<file path="config.mk">
export PLATFORM = sky130hd
export DESIGN_NAME = chip_top
export DESIGN_NICKNAME = d
export VERILOG_FILES = /design/src/tag_pkg.sv /design/src/chip_cfg_pkg.sv /design/src/chip_top.sv /design/src/core_complex.sv /design/src/link_egress.sv /design/src/link_ingress.sv /design/src/tag_master.sv
export SDC_FILE = /design/constraint.sdc
export NUM_CORES = 1
export LEC_CHECK = 0
export ABC_AREA = 0
export BUFFER_PORTS_ARGS = -buffer_cell sky130_fd_sc_hd__buf_2
export CAP_MARGIN = 20
export CELL_PAD_IN_SITES_DETAIL_PLACEMENT = 0
export CELL_PAD_IN_SITES_GLOBAL_PLACEMENT = 1
export CORE_ASPECT_RATIO = 0.6
export CORE_MARGIN = 1
export CORE_UTILIZATION = 40
export CTS_CLUSTER_DIAMETER = 50
export CTS_CLUSTER_SIZE = 16
export DETAILED_ROUTE_END_ITERATION = 6
export PLACE_DENSITY = 0.72
export REMOVE_ABC_BUFFERS = 1
export SKIP_CTS_REPAIR_TIMING = 1
export SLEW_MARGIN = 20
export SYNTH_ARGS = -nofsm -noshare
export SYNTH_HDL_FRONTEND = slang
export SYNTH_SLANG_ARGS = --single-unit
export TNS_END_PERCENT = 1
</file>
<file path="constraint.sdc">
create_clock -name clk_i -period 9.04 [get_ports clk_i]
set_input_delay 0.452 -clock clk_i [delete_from_list [all_inputs] [get_ports clk_i]]
set_output_delay 0.452 -clock clk_i [all_outputs]
set_load 0.02 [all_outputs]
</file>
<file path="src/tag_pkg.sv">
package tag_pkg;

  // packet layout
  // id goes out first then the payload, both msb first
  localparam int tag_id_width_gp      = 2;
  localparam int tag_payload_width_gp = 8;
  localparam int tag_packet_len_gp    = tag_id_width_gp + tag_payload_width_gp;

  // client ids, id 3 has no client behind it
  localparam logic [tag_id_width_gp-1:0] tag_client_io_offset_gp = 2'd0;
  localparam logic [tag_id_width_gp-1:0] tag_client_mem_mask_gp  = 2'd1;
  localparam logic [tag_id_width_gp-1:0] tag_client_link_en_gp   = 2'd2;

  ////////////////////////////////////////////////////////////////////////////
  // client register file

  // io_offset added to io words
  // mem_mask xor-ed into every byte of a mem word
  // io_en and mem_en gate the two egress ports
  typedef struct packed
  {
    logic [tag_payload_width_gp-1:0] io_offset;
    logic [tag_payload_width_gp-1:0] mem_mask;
    logic                            io_en;
    logic                            mem_en;
  } tag_cfg_s;

endpackage

</file>
<file path="src/chip_cfg_pkg.sv">
package chip_cfg_pkg;

  ////////////////////////////////////////////////////////////////////////////
  // link geometry

  // bits carried by one beat on either link
  localparam int channel_width_gp = 8;

  // words held by each ingress fifo
  // egress credit counters start at the same value
  localparam int link_fifo_depth_gp = 4;

  // word widths of the two off-chip links
  localparam int io_word_width_gp  = 16;
  localparam int mem_word_width_gp = 32;

  ////////////////////////////////////////////////////////////////////////////
  // payload types

  // io link word, two beats
  typedef logic [io_word_width_gp-1:0] io_word_t;

  // mem link word, four beats
  typedef logic [mem_word_width_gp-1:0] mem_word_t;

  ////////////////////////////////////////////////////////////////////////////
  // link wire bundle

  // one beat as seen on the link wires
  // v marks a live beat, data is one channel slice of a word
  typedef struct packed
  {
    logic                        v;
    logic [channel_width_gp-1:0] data;
  } link_beat_s;

endpackage
</file>
<file path="src/chip_top.sv">
`timescale 1ns/1ps

module chip_top
  (input  logic                     clk_i
  ,input  logic                     rst_i
  ,input  logic                     tag_en_i
  ,input  logic                     tag_data_i

  ,input  chip_cfg_pkg::link_beat_s io_beat_i
  ,output logic                     io_tkn_o
  ,output chip_cfg_pkg::link_beat_s io_beat_o
  ,input  logic                     io_tkn_i

  ,input  chip_cfg_pkg::link_beat_s mem_beat_i
  ,output logic                     mem_tkn_o
  ,output chip_cfg_pkg::link_beat_s mem_beat_o
  ,input  logic                     mem_tkn_i
  );

  // configuration registers from the tag master
  tag_pkg::tag_cfg_s       cfg_lo;

  // ingress to core, per link
  logic                    io_in_v_lo;
  chip_cfg_pkg::io_word_t  io_in_data_lo;
  logic                    io_in_ready_li;
  logic                    mem_in_v_lo;
  chip_cfg_pkg::mem_word_t mem_in_data_lo;
  logic                    mem_in_ready_li;

  // core to egress, per link
  logic                    io_out_v_lo;
  chip_cfg_pkg::io_word_t  io_out_data_lo;
  logic                    io_out_ready_li;
  logic                    mem_out_v_lo;
  chip_cfg_pkg::mem_word_t mem_out_data_lo;
  logic                    mem_out_ready_li;

  ////////////////////////////////////////////////////////////////////////////
  // tag master

  tag_master btm
    (.clk_i      ( clk_i      )
    ,.rst_i      ( rst_i      )
    ,.tag_en_i   ( tag_en_i   )
    ,.tag_data_i ( tag_data_i )
    ,.cfg_o      ( cfg_lo     )
    );

  ////////////////////////////////////////////////////////////////////////////
  // link input side

  link_ingress #(.payload_t( chip_cfg_pkg::io_word_t )) io_link_in
    (.clk_i       ( clk_i          )
    ,.rst_i       ( rst_i          )
    ,.beat_i      ( io_beat_i      )
    ,.tkn_o       ( io_tkn_o       )
    ,.v_o         ( io_in_v_lo     )
    ,.data_o      ( io_in_data_lo  )
    ,.ready_and_i ( io_in_ready_li )
    );

  link_ingress #(.payload_t( chip_cfg_pkg::mem_word_t )) mem_link_in
    (.clk_i       ( clk_i           )
    ,.rst_i       ( rst_i           )
    ,.beat_i      ( mem_beat_i      )
    ,.tkn_o       ( mem_tkn_o       )
    ,.v_o         ( mem_in_v_lo     )
    ,.data_o      ( mem_in_data_lo  )
    ,.ready_and_i ( mem_in_ready_li )
    );

  ////////////////////////////////////////////////////////////////////////////
  // core complex

  core_complex core
    (.clk_i           ( clk_i            )
    ,.rst_i           ( rst_i            )
    ,.cfg_i           ( cfg_lo           )
    ,.io_v_i          ( io_in_v_lo       )
    ,.io_data_i       ( io_in_data_lo    )
    ,.io_ready_and_o  ( io_in_ready_li   )
    ,.io_v_o          ( io_out_v_lo      )
    ,.io_data_o       ( io_out_data_lo   )
    ,.io_ready_and_i  ( io_out_ready_li  )
    ,.mem_v_i         ( mem_in_v_lo      )
    ,.mem_data_i      ( mem_in_data_lo   )
    ,.mem_ready_and_o ( mem_in_ready_li  )
    ,.mem_v_o         ( mem_out_v_lo     )
    ,.mem_data_o      ( mem_out_data_lo  )
    ,.mem_ready_and_i ( mem_out_ready_li )
    );

  ////////////////////////////////////////////////////////////////////////////
  // link output side

  // link enables from the tag registers gate each egress
  link_egress #(.payload_t( chip_cfg_pkg::io_word_t )) io_link_out
    (.clk_i       ( clk_i           )
    ,.rst_i       ( rst_i           )
    ,.en_i        ( cfg_lo.io_en    )
    ,.v_i         ( io_out_v_lo     )
    ,.data_i      ( io_out_data_lo  )
    ,.ready_and_o ( io_out_ready_li )
    ,.beat_o      ( io_beat_o       )
    ,.tkn_i       ( io_tkn_i        )
    );

  link_egress #(.payload_t( chip_cfg_pkg::mem_word_t )) mem_link_out
    (.clk_i       ( clk_i            )
    ,.rst_i       ( rst_i            )
    ,.en_i        ( cfg_lo.mem_en    )
    ,.v_i         ( mem_out_v_lo     )
    ,.data_i      ( mem_out_data_lo  )
    ,.ready_and_o ( mem_out_ready_li )
    ,.beat_o      ( mem_beat_o       )
    ,.tkn_i       ( mem_tkn_i        )
    );

endmodule

</file>
<file path="src/core_complex.sv">
`timescale 1ns/1ps

module core_complex
  (input  logic                    clk_i
  ,input  logic                    rst_i
  ,input  tag_pkg::tag_cfg_s       cfg_i

  ,input  logic                    io_v_i
  ,input  chip_cfg_pkg::io_word_t  io_data_i
  ,output logic                    io_ready_and_o
  ,output logic                    io_v_o
  ,output chip_cfg_pkg::io_word_t  io_data_o
  ,input  logic                    io_ready_and_i

  ,input  logic                    mem_v_i
  ,input  chip_cfg_pkg::mem_word_t mem_data_i
  ,output logic                    mem_ready_and_o
  ,output logic                    mem_v_o
  ,output chip_cfg_pkg::mem_word_t mem_data_o
  ,input  logic                    mem_ready_and_i
  );

  // mask byte copies per mem word
  localparam int mask_reps_lp = $bits(chip_cfg_pkg::mem_word_t) / tag_pkg::tag_payload_width_gp;

  chip_cfg_pkg::io_word_t  io_xform;
  chip_cfg_pkg::mem_word_t mem_xform;

  // zero-extended offset with the sum wrapping at the word width
  assign io_xform  = io_data_i + chip_cfg_pkg::io_word_t'(cfg_i.io_offset);
  assign mem_xform = mem_data_i ^ {mask_reps_lp{cfg_i.mem_mask}};

  ////////////////////////////////////////////////////////////////////////////
  // single-entry stages

  // a full stage refills in the cycle its word leaves
  assign io_ready_and_o  = !io_v_o || io_ready_and_i;
  assign mem_ready_and_o = !mem_v_o || mem_ready_and_i;

  always_ff @(posedge clk_i)
  begin
    if (rst_i)
    begin
      io_v_o  <= 1'b0;
      mem_v_o <= 1'b0;
    end
    else
    begin
      if (io_ready_and_o)
        io_v_o <= io_v_i;
      if (mem_ready_and_o)
        mem_v_o <= mem_v_i;
    end
  end

  // transformed payload captured with the handshake
  always_ff @(posedge clk_i)
  begin
    if (io_v_i && io_ready_and_o)
      io_data_o <= io_xform;
    if (mem_v_i && mem_ready_and_o)
      mem_data_o <= mem_xform;
  end

endmodule

</file>
<file path="src/link_egress.sv">
`timescale 1ns/1ps

module link_egress
  #(parameter type payload_t = chip_cfg_pkg::io_word_t)
  (input  logic                     clk_i
  ,input  logic                     rst_i
  ,input  logic                     en_i
  ,input  logic                     v_i
  ,input  payload_t                 data_i
  ,output logic                     ready_and_o
  ,output chip_cfg_pkg::link_beat_s beat_o
  ,input  logic                     tkn_i
  );

  localparam int ch_width_lp       = chip_cfg_pkg::channel_width_gp;
  localparam int width_lp          = $bits(payload_t);
  localparam int beats_lp          = width_lp / ch_width_lp;
  localparam int beat_cnt_width_lp = (beats_lp > 1) ? $clog2(beats_lp) : 1;
  localparam int depth_lp          = chip_cfg_pkg::link_fifo_depth_gp;
  localparam int credit_width_lp   = $clog2(depth_lp + 1);

  // one credit per free word slot in the partner fifo
  logic [credit_width_lp-1:0]   credit_r;
  logic [width_lp-1:0]          shift_r;
  logic [beat_cnt_width_lp-1:0] beat_cnt_r;
  logic                         busy_r;
  logic                         accept;
  logic                         last_beat;

  // idle, a credit in hand and the link switched on
  assign ready_and_o = en_i && !busy_r && (credit_r != '0);
  assign accept      = v_i && ready_and_o;
  assign last_beat   = busy_r && (beat_cnt_r == beat_cnt_width_lp'(beats_lp - 1));

  // low slice of the shift register is the beat on the wire
  assign beat_o = '{v: busy_r, data: shift_r[ch_width_lp-1:0]};

  ////////////////////////////////////////////////////////////////////////////
  // beat serializer

  // word loads on accept, then drops one channel slice per cycle
  always_ff @(posedge clk_i)
  begin
    if (accept)
      shift_r <= width_lp'(data_i);
    else if (busy_r)
      shift_r <= shift_r >> ch_width_lp;
  end

  // beats leave back to back, no gaps inside a word
  always_ff @(posedge clk_i)
  begin
    if (rst_i || last_beat)
    begin
      busy_r     <= 1'b0;
      beat_cnt_r <= '0;
    end
    else if (accept)
    begin
      busy_r     <= 1'b1;
      beat_cnt_r <= '0;
    end
    else if (busy_r)
      beat_cnt_r <= beat_cnt_r + 1'b1;
  end

  // credit counter
  // word taken spends one, token pulse returns one
  always_ff @(posedge clk_i)
  begin
    if (rst_i)
      credit_r <= credit_width_lp'(depth_lp);
    else
    begin
      case ({accept, tkn_i})
        2'b10:   credit_r <= credit_r - 1'b1;
        2'b01:   credit_r <= credit_r + 1'b1;
        default: credit_r <= credit_r;
      endcase
    end
  end

  // partner never returns more tokens than words it was sent
  credit_bound_a: assert property (@(posedge clk_i) disable iff (rst_i)
    credit_r <= credit_width_lp'(depth_lp));

endmodule

</file>
<file path="src/link_ingress.sv">
`timescale 1ns/1ps

module link_ingress
  #(parameter type payload_t = chip_cfg_pkg::io_word_t)
  (input  logic                     clk_i
  ,input  logic                     rst_i
  ,input  chip_cfg_pkg::link_beat_s beat_i
  ,output logic                     tkn_o
  ,output logic                     v_o
  ,output payload_t                 data_o
  ,input  logic                     ready_and_i
  );

  localparam int ch_width_lp       = chip_cfg_pkg::channel_width_gp;
  localparam int width_lp          = $bits(payload_t);
  localparam int beats_lp          = width_lp / ch_width_lp;
  localparam int beat_cnt_width_lp = (beats_lp > 1) ? $clog2(beats_lp) : 1;
  localparam int depth_lp          = chip_cfg_pkg::link_fifo_depth_gp;
  localparam int ptr_width_lp      = $clog2(depth_lp);
  localparam int count_width_lp    = $clog2(depth_lp + 1);

  ////////////////////////////////////////////////////////////////////////////
  // beat reassembly

  // earlier beats of the current word, newest at the top
  logic [width_lp-ch_width_lp-1:0] part_r;
  logic [width_lp-1:0]             word_n;
  logic [beat_cnt_width_lp-1:0]    beat_cnt_r;
  logic                            word_done;

  // live beat lands on top, first beat ends up least significant
  assign word_n    = {beat_i.data, part_r};
  assign word_done = beat_i.v && (beat_cnt_r == beat_cnt_width_lp'(beats_lp - 1));

  always_ff @(posedge clk_i)
  begin
    if (beat_i.v)
      part_r <= word_n[width_lp-1:ch_width_lp];
  end

  // gaps between beats just hold the count
  always_ff @(posedge clk_i)
  begin
    if (rst_i || word_done)
      beat_cnt_r <= '0;
    else if (beat_i.v)
      beat_cnt_r <= beat_cnt_r + 1'b1;
  end

  ////////////////////////////////////////////////////////////////////////////
  // word fifo

  payload_t                  fifo_mem_r [depth_lp];
  logic [ptr_width_lp-1:0]   wr_ptr_r;
  logic [ptr_width_lp-1:0]   rd_ptr_r;
  logic [count_width_lp-1:0] count_r;
  logic                      fifo_full;
  logic                      pop;

  assign fifo_full = (count_r == count_width_lp'(depth_lp));
  assign v_o       = (count_r != '0);
  assign data_o    = fifo_mem_r[rd_ptr_r];
  assign pop       = v_o && ready_and_i;

  // every word handed to the core frees one partner credit
  assign tkn_o = pop;

  // completed word written on the edge of its last beat
  always_ff @(posedge clk_i)
  begin
    if (word_done)
      fifo_mem_r[wr_ptr_r] <= payload_t'(word_n);
  end

  always_ff @(posedge clk_i)
  begin
    if (rst_i)
    begin
      wr_ptr_r <= '0;
      rd_ptr_r <= '0;
      count_r  <= '0;
    end
    else
    begin
      if (word_done)
        wr_ptr_r <= (wr_ptr_r == ptr_width_lp'(depth_lp - 1)) ? '0 : wr_ptr_r + 1'b1;
      if (pop)
        rd_ptr_r <= (rd_ptr_r == ptr_width_lp'(depth_lp - 1)) ? '0 : rd_ptr_r + 1'b1;
      case ({word_done, pop})
        2'b10:   count_r <= count_r + 1'b1;
        2'b01:   count_r <= count_r - 1'b1;
        default: count_r <= count_r;
      endcase
    end
  end

  // partner credit rules keep a finished word off a full fifo
  no_overflow_a: assert property (@(posedge clk_i) disable iff (rst_i)
    word_done |-> !fifo_full);

endmodule

</file>
<file path="src/tag_master.sv">
`timescale 1ns/1ps

module tag_master
  (input  logic              clk_i
  ,input  logic              rst_i
  ,input  logic              tag_en_i
  ,input  logic              tag_data_i
  ,output tag_pkg::tag_cfg_s cfg_o
  );

  localparam int len_lp       = tag_pkg::tag_packet_len_gp;
  localparam int cnt_width_lp = $clog2(len_lp + 1);

  // packet shift register
  // after the last bit the id sits in the top bits
  logic [len_lp-1:0]                        pkt_r;
  logic [cnt_width_lp-1:0]                  cnt_r;
  logic                                     pkt_done;
  logic [tag_pkg::tag_id_width_gp-1:0]      pkt_id;
  logic [tag_pkg::tag_payload_width_gp-1:0] pkt_payload;
  tag_pkg::tag_cfg_s                        cfg_r;

  assign pkt_done    = (cnt_r == cnt_width_lp'(len_lp));
  assign pkt_id      = pkt_r[len_lp-1 -: tag_pkg::tag_id_width_gp];
  assign pkt_payload = pkt_r[tag_pkg::tag_payload_width_gp-1:0];
  assign cfg_o       = cfg_r;

  // serial bits enter at the lsb end
  always_ff @(posedge clk_i)
  begin
    if (tag_en_i)
      pkt_r <= {pkt_r[len_lp-2:0], tag_data_i};
  end

  // bit counter
  // a low enable mid packet throws the partial packet away
  // back to back packets restart at one
  always_ff @(posedge clk_i)
  begin
    if (rst_i)
      cnt_r <= '0;
    else if (pkt_done)
      cnt_r <= tag_en_i ? cnt_width_lp'(1) : '0;
    else if (tag_en_i)
      cnt_r <= cnt_r + 1'b1;
    else
      cnt_r <= '0;
  end

  ////////////////////////////////////////////////////////////////////////////
  // client register writes

  // one edge after the tenth bit
  always_ff @(posedge clk_i)
  begin
    if (rst_i)
      cfg_r <= '0;
    else if (pkt_done)
    begin
      case (pkt_id)
        tag_pkg::tag_client_io_offset_gp: cfg_r.io_offset <= pkt_payload;
        tag_pkg::tag_client_mem_mask_gp:  cfg_r.mem_mask  <= pkt_payload;
        tag_pkg::tag_client_link_en_gp:
        begin
          cfg_r.io_en  <= pkt_payload[0];
          cfg_r.mem_en <= pkt_payload[1];
        end
        // packet for the unused id is dropped
        default: cfg_r <= cfg_r;
      endcase
    end
  end

  // counter stops at one full packet
  cnt_bound_a: assert property (@(posedge clk_i) disable iff (rst_i)
    cnt_r <= cnt_width_lp'(len_lp));

endmodule

</file>
* Word level (Yosys, flattened, before mapping) *
Memory sizes are Yosys's and may differ from the RTL's. A register that Yosys moved wholly into a read port is not among the register bits.
Cells that the tools add are included.

storage, ports and cells
  memories = 2
  bits of input ports = 24
  register bits after elaboration = 190
  logic and storage cells = 127
  output and inout port bits = 20
  RAM bits = 192

operators by class
  bitwise operators = 1
  reduce and logical (&&, ||, !) cells = 38
  equality and inequality tests = 17
  $add $sub $neg = 18
  mux-type cells = 23

memory list
  name                    words  width  read ports  clocked after Yosys merged registers in  wr ports  RTL line            source
  mem_link_in.fifo_mem_r  4      32     1           1                                        1         link_ingress.sv:53  payload_t fifo_mem_r [depth_lp];
  io_link_in.fifo_mem_r   4      16     1           1                                        1         link_ingress.sv:53

operators with widths
  kind                                                  count
  two-way mux 32 bit                                    2
  two-way mux 16 bit                                    2
  bitwise XOR 32 bit                                    1
  one-hot mux 3 bit (2 select lines)                    4
  equality test 2 bit (second input constant)           11
  adder 16 x 8 -> 16 bit                                1
  two-way mux 2 bit                                     8
  adder 2 x 1 -> 2 bit (second input constant)          6
  adder 3 x 1 -> 3 bit (second input constant)          4
  logical AND 1 bit                                     12
  nonzero test 2 bit                                    6
  nonzero test 3 bit                                    4
  subtractor 3 x 1 -> 3 bit (second input constant)     4
  equality test 2 x 1 -> 1 bit (second input constant)  5
  two-way mux 4 bit                                     2
  logical OR 1 bit                                      6
  AND reduction 2 bit                                   3
  two-way mux 1 bit                                     5
  adder 4 x 1 -> 4 bit (second input constant)          1
  equality test 4 bit (second input constant)           1
  zero test 1 bit                                       4
  OR reduction 2 bit                                    2
  adder 1 bit (second input constant)                   2
  zero test 2 bit                                       1

* Logic depth before layout (Yosys ltp) *
Gate-level depths: netlist (run 1).

  depth after elaboration = 7
  depth in mapped cells = 12

* Modules after synthesis *
From an unflattened synthesis (run 1), not the netlist that was laid out.

unflattened totals
  cells, all modules = 819
  area total of the unflattened synthesis = 15303.4 um^2

by module, submodules not included
  module                       cells an instance  area each (um^2)  instances  seq. area each (um^2)
  link_ingress at mem_link_in  251                5926.9            1          4784.6
  link_ingress at io_link_in   145                3078.0            1          2362.3
  core_complex                 146                2274.7            1          1481.4
  link_egress at mem_link_out  109                1762.9            1          1081.0
  tag_master                   100                1261.2            1          740.7
  link_egress at io_link_out   68                 999.7             1          580.6

* Least setup slack after synthesis (run 1) *
OpenSTA, ideal clock, no wires.

  kind = register to register
  start = register mem_link_out.busy_r
  end = register mem_link_in.count_r[2]
  slack = 6.090 ns
  path buffers = 0
  stages on the path, launching flop included = 11
  required time = 8.970 ns
  data arrival time = 2.880 ns
  path through = dfxtp_1 > nand2b_1 > o21ai_1 > o31ai_1 > inv_1 > ha_1 > inv_1 > fa_1 > xor2_1 > or3_1 > a21oi_1

between the ends
  longest elaborated chain between the ends = 7
  elaborated cells on any way between the ends = 9

RTL lines
  element                                                                   RTL line            source
  start, declared                                                           link_egress.sv:26   logic busy_r;
  start signal, assigned                                                    link_egress.sv:55   busy_r <= 1'b0;
  start signal, assigned                                                    link_egress.sv:60   busy_r <= 1'b1;
  zero test 1 bit (*)                                                       link_egress.sv:31   assign ready_and_o = en_i && !busy_r && (credit_r != '0);
  logical AND 1 bit (*) (2 in a row)                                        link_egress.sv:31
  logical OR 1 bit (*)                                                      core_complex.sv:38  assign mem_ready_and_o = !mem_v_o || mem_ready_and_i;
  logical AND 1 bit (*)                                                     link_ingress.sv:63  assign pop = v_o && ready_and_i;
  net mem_tkn_o                                                             chip_top.sv:15      ,output logic mem_tkn_o
  equality test 2 x 1 -> 1 bit or equality test 2 bit (tied branches)       link_ingress.sv:89  case ({word_done, pop})
  one-hot mux 3 bit (2 select lines) or nonzero test 2 bit (tied branches)  --
  end signal, assigned                                                      link_ingress.sv:90  2'b10: count_r <= count_r + 1'b1;
  end signal, assigned                                                      link_ingress.sv:91  2'b01: count_r <= count_r - 1'b1;
  end signal, assigned                                                      link_ingress.sv:92  default: count_r <= count_r;
  end, declared                                                             link_ingress.sv:56  logic [count_width_lp-1:0] count_r;

The timed path passes the listed nets; every way through them passes the cells marked *.
A chain may end at the register's enable or synchronous reset.

* Worst setup path in the final report (run 1) *
  start = register mem_link_out.credit_r[0]
  end = register mem_link_out.credit_r[2]

between the ends
  longest elaborated chain between the ends = 5
  elaborated cells on any way between the ends = 9

RTL lines
  element                                                                   RTL line           source
  start, declared                                                           link_egress.sv:23  logic [credit_width_lp-1:0] credit_r;
  start signal, assigned                                                    link_egress.sv:72  credit_r <= credit_width_lp'(depth_lp);
  start signal, assigned                                                    link_egress.sv:76  2'b10: credit_r <= credit_r - 1'b1;
  start signal, assigned                                                    link_egress.sv:77  2'b01: credit_r <= credit_r + 1'b1;
  nonzero test 3 bit                                                        link_egress.sv:31
  logical AND 1 bit                                                         link_egress.sv:31
  logical AND 1 bit                                                         link_egress.sv:32  assign accept = v_i && ready_and_o;
  equality test 2 x 1 -> 1 bit or equality test 2 bit (tied branches)       link_egress.sv:75  case ({accept, tkn_i})
  one-hot mux 3 bit (2 select lines) or nonzero test 2 bit (tied branches)  --

Several ways; a longest one is shown, not always the timed one.

==> flow_metrics.tcl, run 1 <==
set metrics [dict create \
    status "complete, no violations" \
    tns_ns 0 \
    crit_type "flop to flop" \
    syn2layout_area_growth_pct 11.7 \
    hp-class "input pin to flop" \
    antenna_cells 0 \
    cts_tree "done" \
    setup_viol 0 \
    finalCritPeriodShare_pct 36.0 \
    wl_um 25500 \
    io_pins 44 \
    path_max_fanout 27 \
    avgViaCountPerCell 4.79 \
    port-buffer-count 43 \
    clkTransAtPathRegs_ns 0.07 \
    required_ns 9.44 \
    fmax_ghz 0.308 \
    seq_power_share_pct 52.5 \
    finalCriticalPeriod_ns 3.25 \
    worst_setup_path_start_kind "flop" \
    sw_frac_of_total_pct 24.6 \
    ys_async_sr_fraction_pct 0 \
    final_nets 973 \
    grt_pass1_vias 6891 \
    grt_max_degree 50 \
    p_int_mw 3.14 \
    ys_types 50 \
    worstMarginPinSlew_ns 0.995 \
    cts_sinks 386 \
    track_usage_pct 13.7 \
    root_buffer "clkbuf_16" \
    finClkSkew_ns 0.0203 \
    power_density_mw_per_mm2 249 \
    synth_edf_count 330 \
    postRouteAntennaNets 0 \
    nFillCells 3180 \
    cts_made_buffers 34 \
    first_pass_iters 4 \
    p_sw_mw 1.02 \
    antenna_found_initial 0 \
    clock_latency_ns 0.52 \
    syn_area_per_cell_um2 17.0 \
    core-area_mm2 0.0366 \
    yosysSeqAreaShare_pct 73.6 \
    drv_cap 0 \
    synth_seq_cells 386 \
    stdcell_area_mm2 0.0167 \
    grt_overflow 0 \
    die_y_um 152 \
    rsz0062_at_grt "false" \
    wl_per_cell_um 17.7 \
    vias 6929 \
    syn-instance-count 880 \
    die_area_mm2 0.0383 \
    p_clk_share_pct 35.3 \
    gp_congestion 0.791 \
    hold_viol 0 \
    p_leak_nw 5.76 \
    synth_warnings 0 \
    grt_pass1_wl_um 40200 \
    place_area_mm2 0.0156 \
    die_x_um 252 \
    drc 0 \
    cts_htree_levels 2 \
    ir_worst_vdd_uv 115 \
    initial_core_util_pct 40.9 \
    drv_slew 0 \
    p_comb_share_pct 12.2 \
    end_kind "flop" \
    dp_hpwl_um 16300 \
    layout-drive-gt1-share_pct 17.3 \
    drt_iter0_drc 547 \
    cts_buffer_depth 3 \
    maxSlewHeadroom_pct 33.6 \
    worstPathArrival_ns 3.65 \
    syn_area_mm2 0.0150 \
    synth_ff_type "edfxtp_1" \
    num_rows 54 \
]
[cells in the mapped netlist (2+ instances only)]
cell type  count  area [um2]
mux2_1         8        90.1
buf_1          6        22.5
clkbuf_1      13        48.8
nor3b_1        2        15.0
mux4_2        47        1060
dfxtp_1       56        1120
mux2i_1       15         150
a21oi_1       31         155
and3_1        16         100
nor2_1        35         131
o21ai_1        2        10.0
nand2_1       94         353
or3b_2         2        17.5
inv_1         21        78.8
xor2_1        49         429
buf_4         23         173
edfxtp_1     330        9910
a21o_1         2        15.0
nand2b_1       7        43.8
nor3_1        15        75.1
and2_4         2        17.5
or3_1          5        31.3
o21ai_0        6        30.0
nand3_1       12        60.1
ha_1          26         325
o31ai_1        2        15.0
xnor2_1        8        70.1
nand3b_1       2        15.0
o21a_1         4        30.0
buf_2          6        30.0
and2_1         9        56.3
nor2_2         2        12.5
fa_1           5         100
[state kept, by name (all words and copies together), names as in the netlist, 3 cells and up, named ones only]
name	cells
mem_link_in.count_r	3
core.io_data_o	16
mem_link_out.credit_r	3
btm.cnt_r	4
btm.pkt_r	10
core.mem_data_o	32
mem_link_in.part_r	24
io_link_in.count_r	3
mem_link_out.shift_r	32
io_link_out.credit_r	3
io_link_in.part_r	8
mem_link_in.fifo_mem_r	128
io_link_in.fifo_mem_r	64
io_link_out.shift_r	16
btm.cfg_o	18
[kinds of logic (layout without fill, tap and decap cells)]
kind of cell | after synthesis | after routing | share of synthesized area [%]
AO/OA/AOI/OAI | 53 | 53 | 2.20
XOR/XNOR | 57 | 57 | 3.33
adder cells (fa/ha/maj) | 31 | 31 | 2.84
buffers and inverters | 73 | 135 | 2.61
flip-flops | 386 | 386 | 73.6
multiplexers | 71 | 71 | 8.85
AND/OR/NAND/NOR | 209 | 209 | 6.54
[cells in the final DEF (no fill, tap or decap), types with 3 or more instances in the layout]
cell type	netlist	routed
mux2i_1	15	15
o21ai_0	6	6
inv_1	21	21
buf_4	23	10
a21oi_1	31	31
o21a_1	4	4
bufinv_16	0	3
nand3_1	12	12
mux2_1	8	8
dfxtp_1	56	55
mux4_2	47	47
xor2_1	49	49
and3_1	16	16
clkinv_8	0	4
xnor2_1	8	8
and2_1	9	9
nand2_1	94	94
fa_1	5	5
ha_1	26	26
clkbuf_16	0	35
or3_1	5	5
nor2_1	35	35
inv_6	0	3
edfxtp_1	330	330
nor3_1	15	15
clkbuf_1	13	9
nand2b_1	7	7
buf_2	6	43
[power groups by stage]
stage | registers [mW] | logic, mW | clock network (mW)
after global placement | 2.22 | 0.509 | 0
final | 2.19 | 0.507 | 1.47
after floorplan | 2.23 | 0.332 | 0
after global routing | 2.20 | 0.566 | 1.57
after detailed placement | 2.23 | 0.515 | 0
after CTS | 2.19 | 0.517 | 1.50
[metal layers]
metal  global-route usage, %  part of all wire, %
met5                       0                    0
met4                    3.64                  1.5
met1                    22.3                   54
met3                    3.10                  5.0
met2                    17.9                   39
[through the flow]
| stage | total power, mW | worst slack (ns) | std cells | hold WS (ns) | util (%) |
|---|---|---|---|---|---|
| after global routing | 4.34 | 5.52 | 1446 | 0.121 | 45.7 |
| after CTS | 4.21 | 5.76 | 1446 | 0.111 | 45.7 |
| after floorplan | 2.56 | 5.93 | 829 | 0.443 | - |
| after global placement | 2.73 | 5.79 | 1386 | 0.461 | 42.6 |
| final | 4.16 | 5.79 | 1446 | 0.130 | 45.7 |
| after detailed placement | 2.74 | 5.74 | 1386 | 0.476 | 42.6 |
[critical path, stage by stage, from the launching register on]
cell and delay, ns:
dfxtp_1 0.34, nor3_1 0.37, nor2_2 0.14, and2_1 0.48, inv_4 0.37, ha_1 0.24
inv_1 0.06, fa_1 0.37, xor2_1 0.17, o21ai_0 0.13, or3b_2 0.44
[area by class of cell]
type	instances	area, um2	share of cell area, %
flip-flops and latches	386	11000	65.9
clock buffers	45	923	5.52
multi-input cells	421	3560	21.3
clock inverters	15	208	1.24
repair buffers	53	290	1.73
inverters	22	85.1	0.508
well taps	504	631	3.77
[path summary, 6_finish.rpt]
kind / startpoint / to / slack, ns / cells past startpoint
worst max register to register: mem_link_out.credit_r[0]$_SDFFE_PP0P_ / mem_link_out.credit_r[2]$_SDFFE_PP1P_ / 5.79 / 10
worst min-delay path: tag_data_i / btm.pkt_r[0]$_DFFE_PP_ / 0.13 / 1
worst min register to register: mem_link_in.beat_cnt_r[1]$_SDFFE_PP0P_ / mem_link_in.beat_cnt_r[1]$_SDFFE_PP0P_ / 0.49 / 2
worst max-delay path: mem_link_out.credit_r[0]$_SDFFE_PP0P_ / mem_link_out.credit_r[2]$_SDFFE_PP1P_ / 5.79 / 10
No activity file was read; power rests on OpenSTA's default activity.
==> run 2, diff against run 1 <==
--- a/config.mk
+++ b/config.mk
@@ -5,7 +5,7 @@
 export SDC_FILE = /design/constraint.sdc
 export NUM_CORES = 1
 export LEC_CHECK = 0
-export ABC_AREA = 0
+export ABC_AREA = 1
 export BUFFER_PORTS_ARGS = -buffer_cell sky130_fd_sc_hd__buf_2
 export CAP_MARGIN = 20
 export CELL_PAD_IN_SITES_DETAIL_PLACEMENT = 0
@@ -16,7 +16,7 @@
 export CTS_CLUSTER_DIAMETER = 50
 export CTS_CLUSTER_SIZE = 16
 export DETAILED_ROUTE_END_ITERATION = 6
-export PLACE_DENSITY = 0.72
+export PLACE_DENSITY = 0.74
 export REMOVE_ABC_BUFFERS = 1
 export SKIP_CTS_REPAIR_TIMING = 1
 export SLEW_MARGIN = 20
==> constraint.sdc (replaced) <==
create_clock -name clk_i -period 3.3 [get_ports clk_i]
set_input_delay 0.165 -clock clk_i [delete_from_list [all_inputs] [get_ports clk_i]]
set_output_delay 0.165 -clock clk_i [all_outputs]
set_load 0.02 [all_outputs]
==> flow_metrics.tcl, run 2 <==
set metrics [dict create \
    grt_max_degree 65 \
    cts_tree "done" \
    root_buffer "clkbuf_16" \
    fmax_ghz 0.388 \
    first_pass_iters 4 \
    p_leak_nw 6.33 \
    dp_cells 1684 \
    cp_slowest_cell "fa_1" \
    hold_viol 0 \
    grt_overflow 0 \
    synth_ff_type "edfxtp_1" \
    fin_util_pct 45.8 \
    ir_worst_vdd_uv 460 \
    slowest_delay_ns 0.45 \
    hp-class "input pin to flop" \
    num_rows 55 \
    final_nets 1279 \
    synth_seq_cells 386 \
    syn_area_mm2 0.0153 \
    syn_area_per_cell_um2 13.1 \
    drc 0 \
    final_common_cell "edfxtp_1" \
    avgViaCountPerCell 4.85 \
    path_max_fanout 34 \
    antenna_cells 0 \
    core-area_mm2 0.0377 \
    layout_common_cells "edfxtp_1 (330), nor2_1 (158), o21ai_0 (112), nand2_1 (97), inv_1 (88)" \
    worstMarginPinSlew_ns 0.850 \
    die_y_um 154 \
    postRouteAntennaNets 0 \
    ys_types 37 \
    synth_edf_count 330 \
    worst-path-buf-inv 3 \
    port-buffer-count 43 \
    ys_async_sr_fraction_pct 0 \
    cts_buffer_depth 3 \
    finalNonFillerCells 1757 \
    antenna_found_initial 0 \
    cts_htree_levels 2 \
    cp_cell_sequence "inv_2, nand2_1, a32oi_1, inv_1, fa_1, inv_1, nand2_1, nand3_1, nand3_1, nand2_2, nand2_1, nand2_1, nand2_1" \
    syn-instance-count 1168 \
    finalCriticalPeriod_ns 2.58 \
    required_ns 3.57 \
    end_kind "flop" \
    crit_type "flop to flop" \
    synth_warnings 0 \
    power_density_mw_per_mm2 701 \
    wl_um 29000 \
    die_x_um 255 \
    die_area_mm2 0.0392 \
    crit_top_cell "nand2_1" \
    worst_setup_path_start_kind "flop" \
    dp_hpwl_um 17600 \
    grt_pass1_wl_um 44500 \
    drv_slew 0 \
    track_usage_pct 14.7 \
    worstPathArrival_ns 2.85 \
    yosys.area.top_type "edfxtp_1" \
    clkTransAtPathRegs_ns 0.07 \
    synth.most_common_cell "edfxtp_1" \
    io_pins 44 \
    finClkSkew_ns 0.0223 \
    status "complete, no violations" \
    rsz0062_at_grt "false" \
    drt_iter0_drc 601 \
    cts_made_buffers 34 \
    regMostFlops "mem_link_in.fifo_mem_r" \
    stdcell_area_mm2 0.0173 \
    path_delay_family "simple AND/OR/NAND/NOR gates" \
    setup_viol 0 \
    layout-drive-gt1-share_pct 14.4 \
    synth.area.top_cells "edfxtp_1 (65%), dfxtp_1 (7.3%), nor2_1 (4.0%)" \
    syn2layout_area_growth_pct 12.6 \
    gp_congestion 0.816 \
    wl_per_cell_um 16.5 \
    tns_ns 0 \
    initial_core_util_pct 40.7 \
    clock_latency_ns 0.53 \
    yosys.area.top_type_share_pct 64.6 \
    hold_slack_ns 0.0235 \
    largest_register_ffs 128 \
    yosys-top-cells-count "edfxtp_1 (330), nor2_1 (162), o21ai_0 (112)" \
    place_area_mm2 0.0161 \
    vias 8529 \
    grt_pass1_vias 7703 \
    top_regs "mem_link_in.fifo_mem_r x128, io_link_in.fifo_mem_r x64" \
    finalCritPeriodShare_pct 78.2 \
    cts_sinks 386 \
    yosysSeqAreaShare_pct 71.9 \
    maxSlewHeadroom_pct 43.3 \
    drv_cap 0 \
]
-- run 2: cell count changes after synthesis, moves of 10 or more --
| cell | before | now |
|---|---|---|
| and3_1 | 16 | 0 |
| clkbuf_1 | 13 | 25 |
| inv_1 | 21 | 88 |
| mux2_2 | 0 | 32 |
| mux2i_1 | 15 | 0 |
| mux4_2 | 47 | 0 |
| nand3_1 | 12 | 24 |
| nor2_1 | 35 | 162 |
| nor3_1 | 15 | 3 |
| o21ai_0 | 6 | 112 |
| o22ai_1 | 0 | 39 |
| xor2_1 | 49 | 39 |
-- run 2: routing by layer --
metal,vias up,part of all wire (%),GRT usage (%)
met5,-,0,0
met4,0,1.3,3.31
met3,32,5.4,2.95
met2,171,41,20.1
met1,4143,53,23.7
li1,4183,-,-
-- run 2: cell families (layout without fill, tap and decap cells) --
family / after synthesis / in the layout / share of synthesized area, %
buffers and inverters: 155 / 231 / 4.64
XOR/XNOR: 45 / 45 / 2.57
multiplexers: 32 / 32 / 2.35
AND/OR/NAND/NOR: 313 / 313 / 8.53
adder cells (fa/ha/maj): 31 / 31 / 2.77
flip-flops: 386 / 386 / 71.9
AO/OA/AOI/OAI: 206 / 206 / 7.29
-- run 2: stage by stage --
stage               setup slack [ns]  total power [mW]
finish                         0.719              12.1
global placement               0.751              8.33
floorplan                     -0.758              7.64
detailed placement             0.734              8.39
CTS                            0.728              12.2
global route                   0.508              12.7
-- run 2: cell type report --
| type | instances | area [um2] |
|---|---|---|
| clock buffers | 45 | 955 |
| inverters | 91 | 342 |
| repair buffers | 84 | 566 |
| flip-flops and latches | 386 | 11000 |
| clock inverters | 11 | 98.8 |
| well taps | 513 | 642 |
| multi-input cells | 627 | 3650 |
| fillers | 3408 | 20400 |
-- run 2: where the power goes --
group	internal, mW	switching (mW)	total (mW)
clock	2.07	1.76	3.83
sequential	5.92	0.173	6.10
combinational	0.667	1.52	2.19
total	8.67	3.45	12.1
-- run 2: path summary, 6_finish.rpt --
path | start | to | slack (ns) | depth (start not counted)
setup / recovery | flop | core.io_data_o[14]$_DFFE_PN_ | 0.72 | 13
setup reg to reg | flop | core.io_data_o[14]$_DFFE_PN_ | 0.72 | 13
hold / removal | tag_en_i | btm.cnt_r[0]$_SDFF_PP0_ | 0.02 | 3
hold reg to reg | io_link_in.beat_cnt_r$_SDFFE_PP0P_ | io_link_in.beat_cnt_r$_SDFFE_PP0P_ | 0.45 | 1
-- run 2: worst reg2reg max path, cell delays in order, from the launching register on --
cell and delay [ns]:
dfxtp_1 0.32, inv_2 0.41, nand2_1 0.10, a32oi_1 0.35, inv_1 0.11, fa_1 0.45
inv_1 0.09, nand2_1 0.05, nand3_1 0.12, nand3_1 0.11, nand2_2 0.09, nand2_1 0.05
nand2_1 0.05, nand2_1 0.04
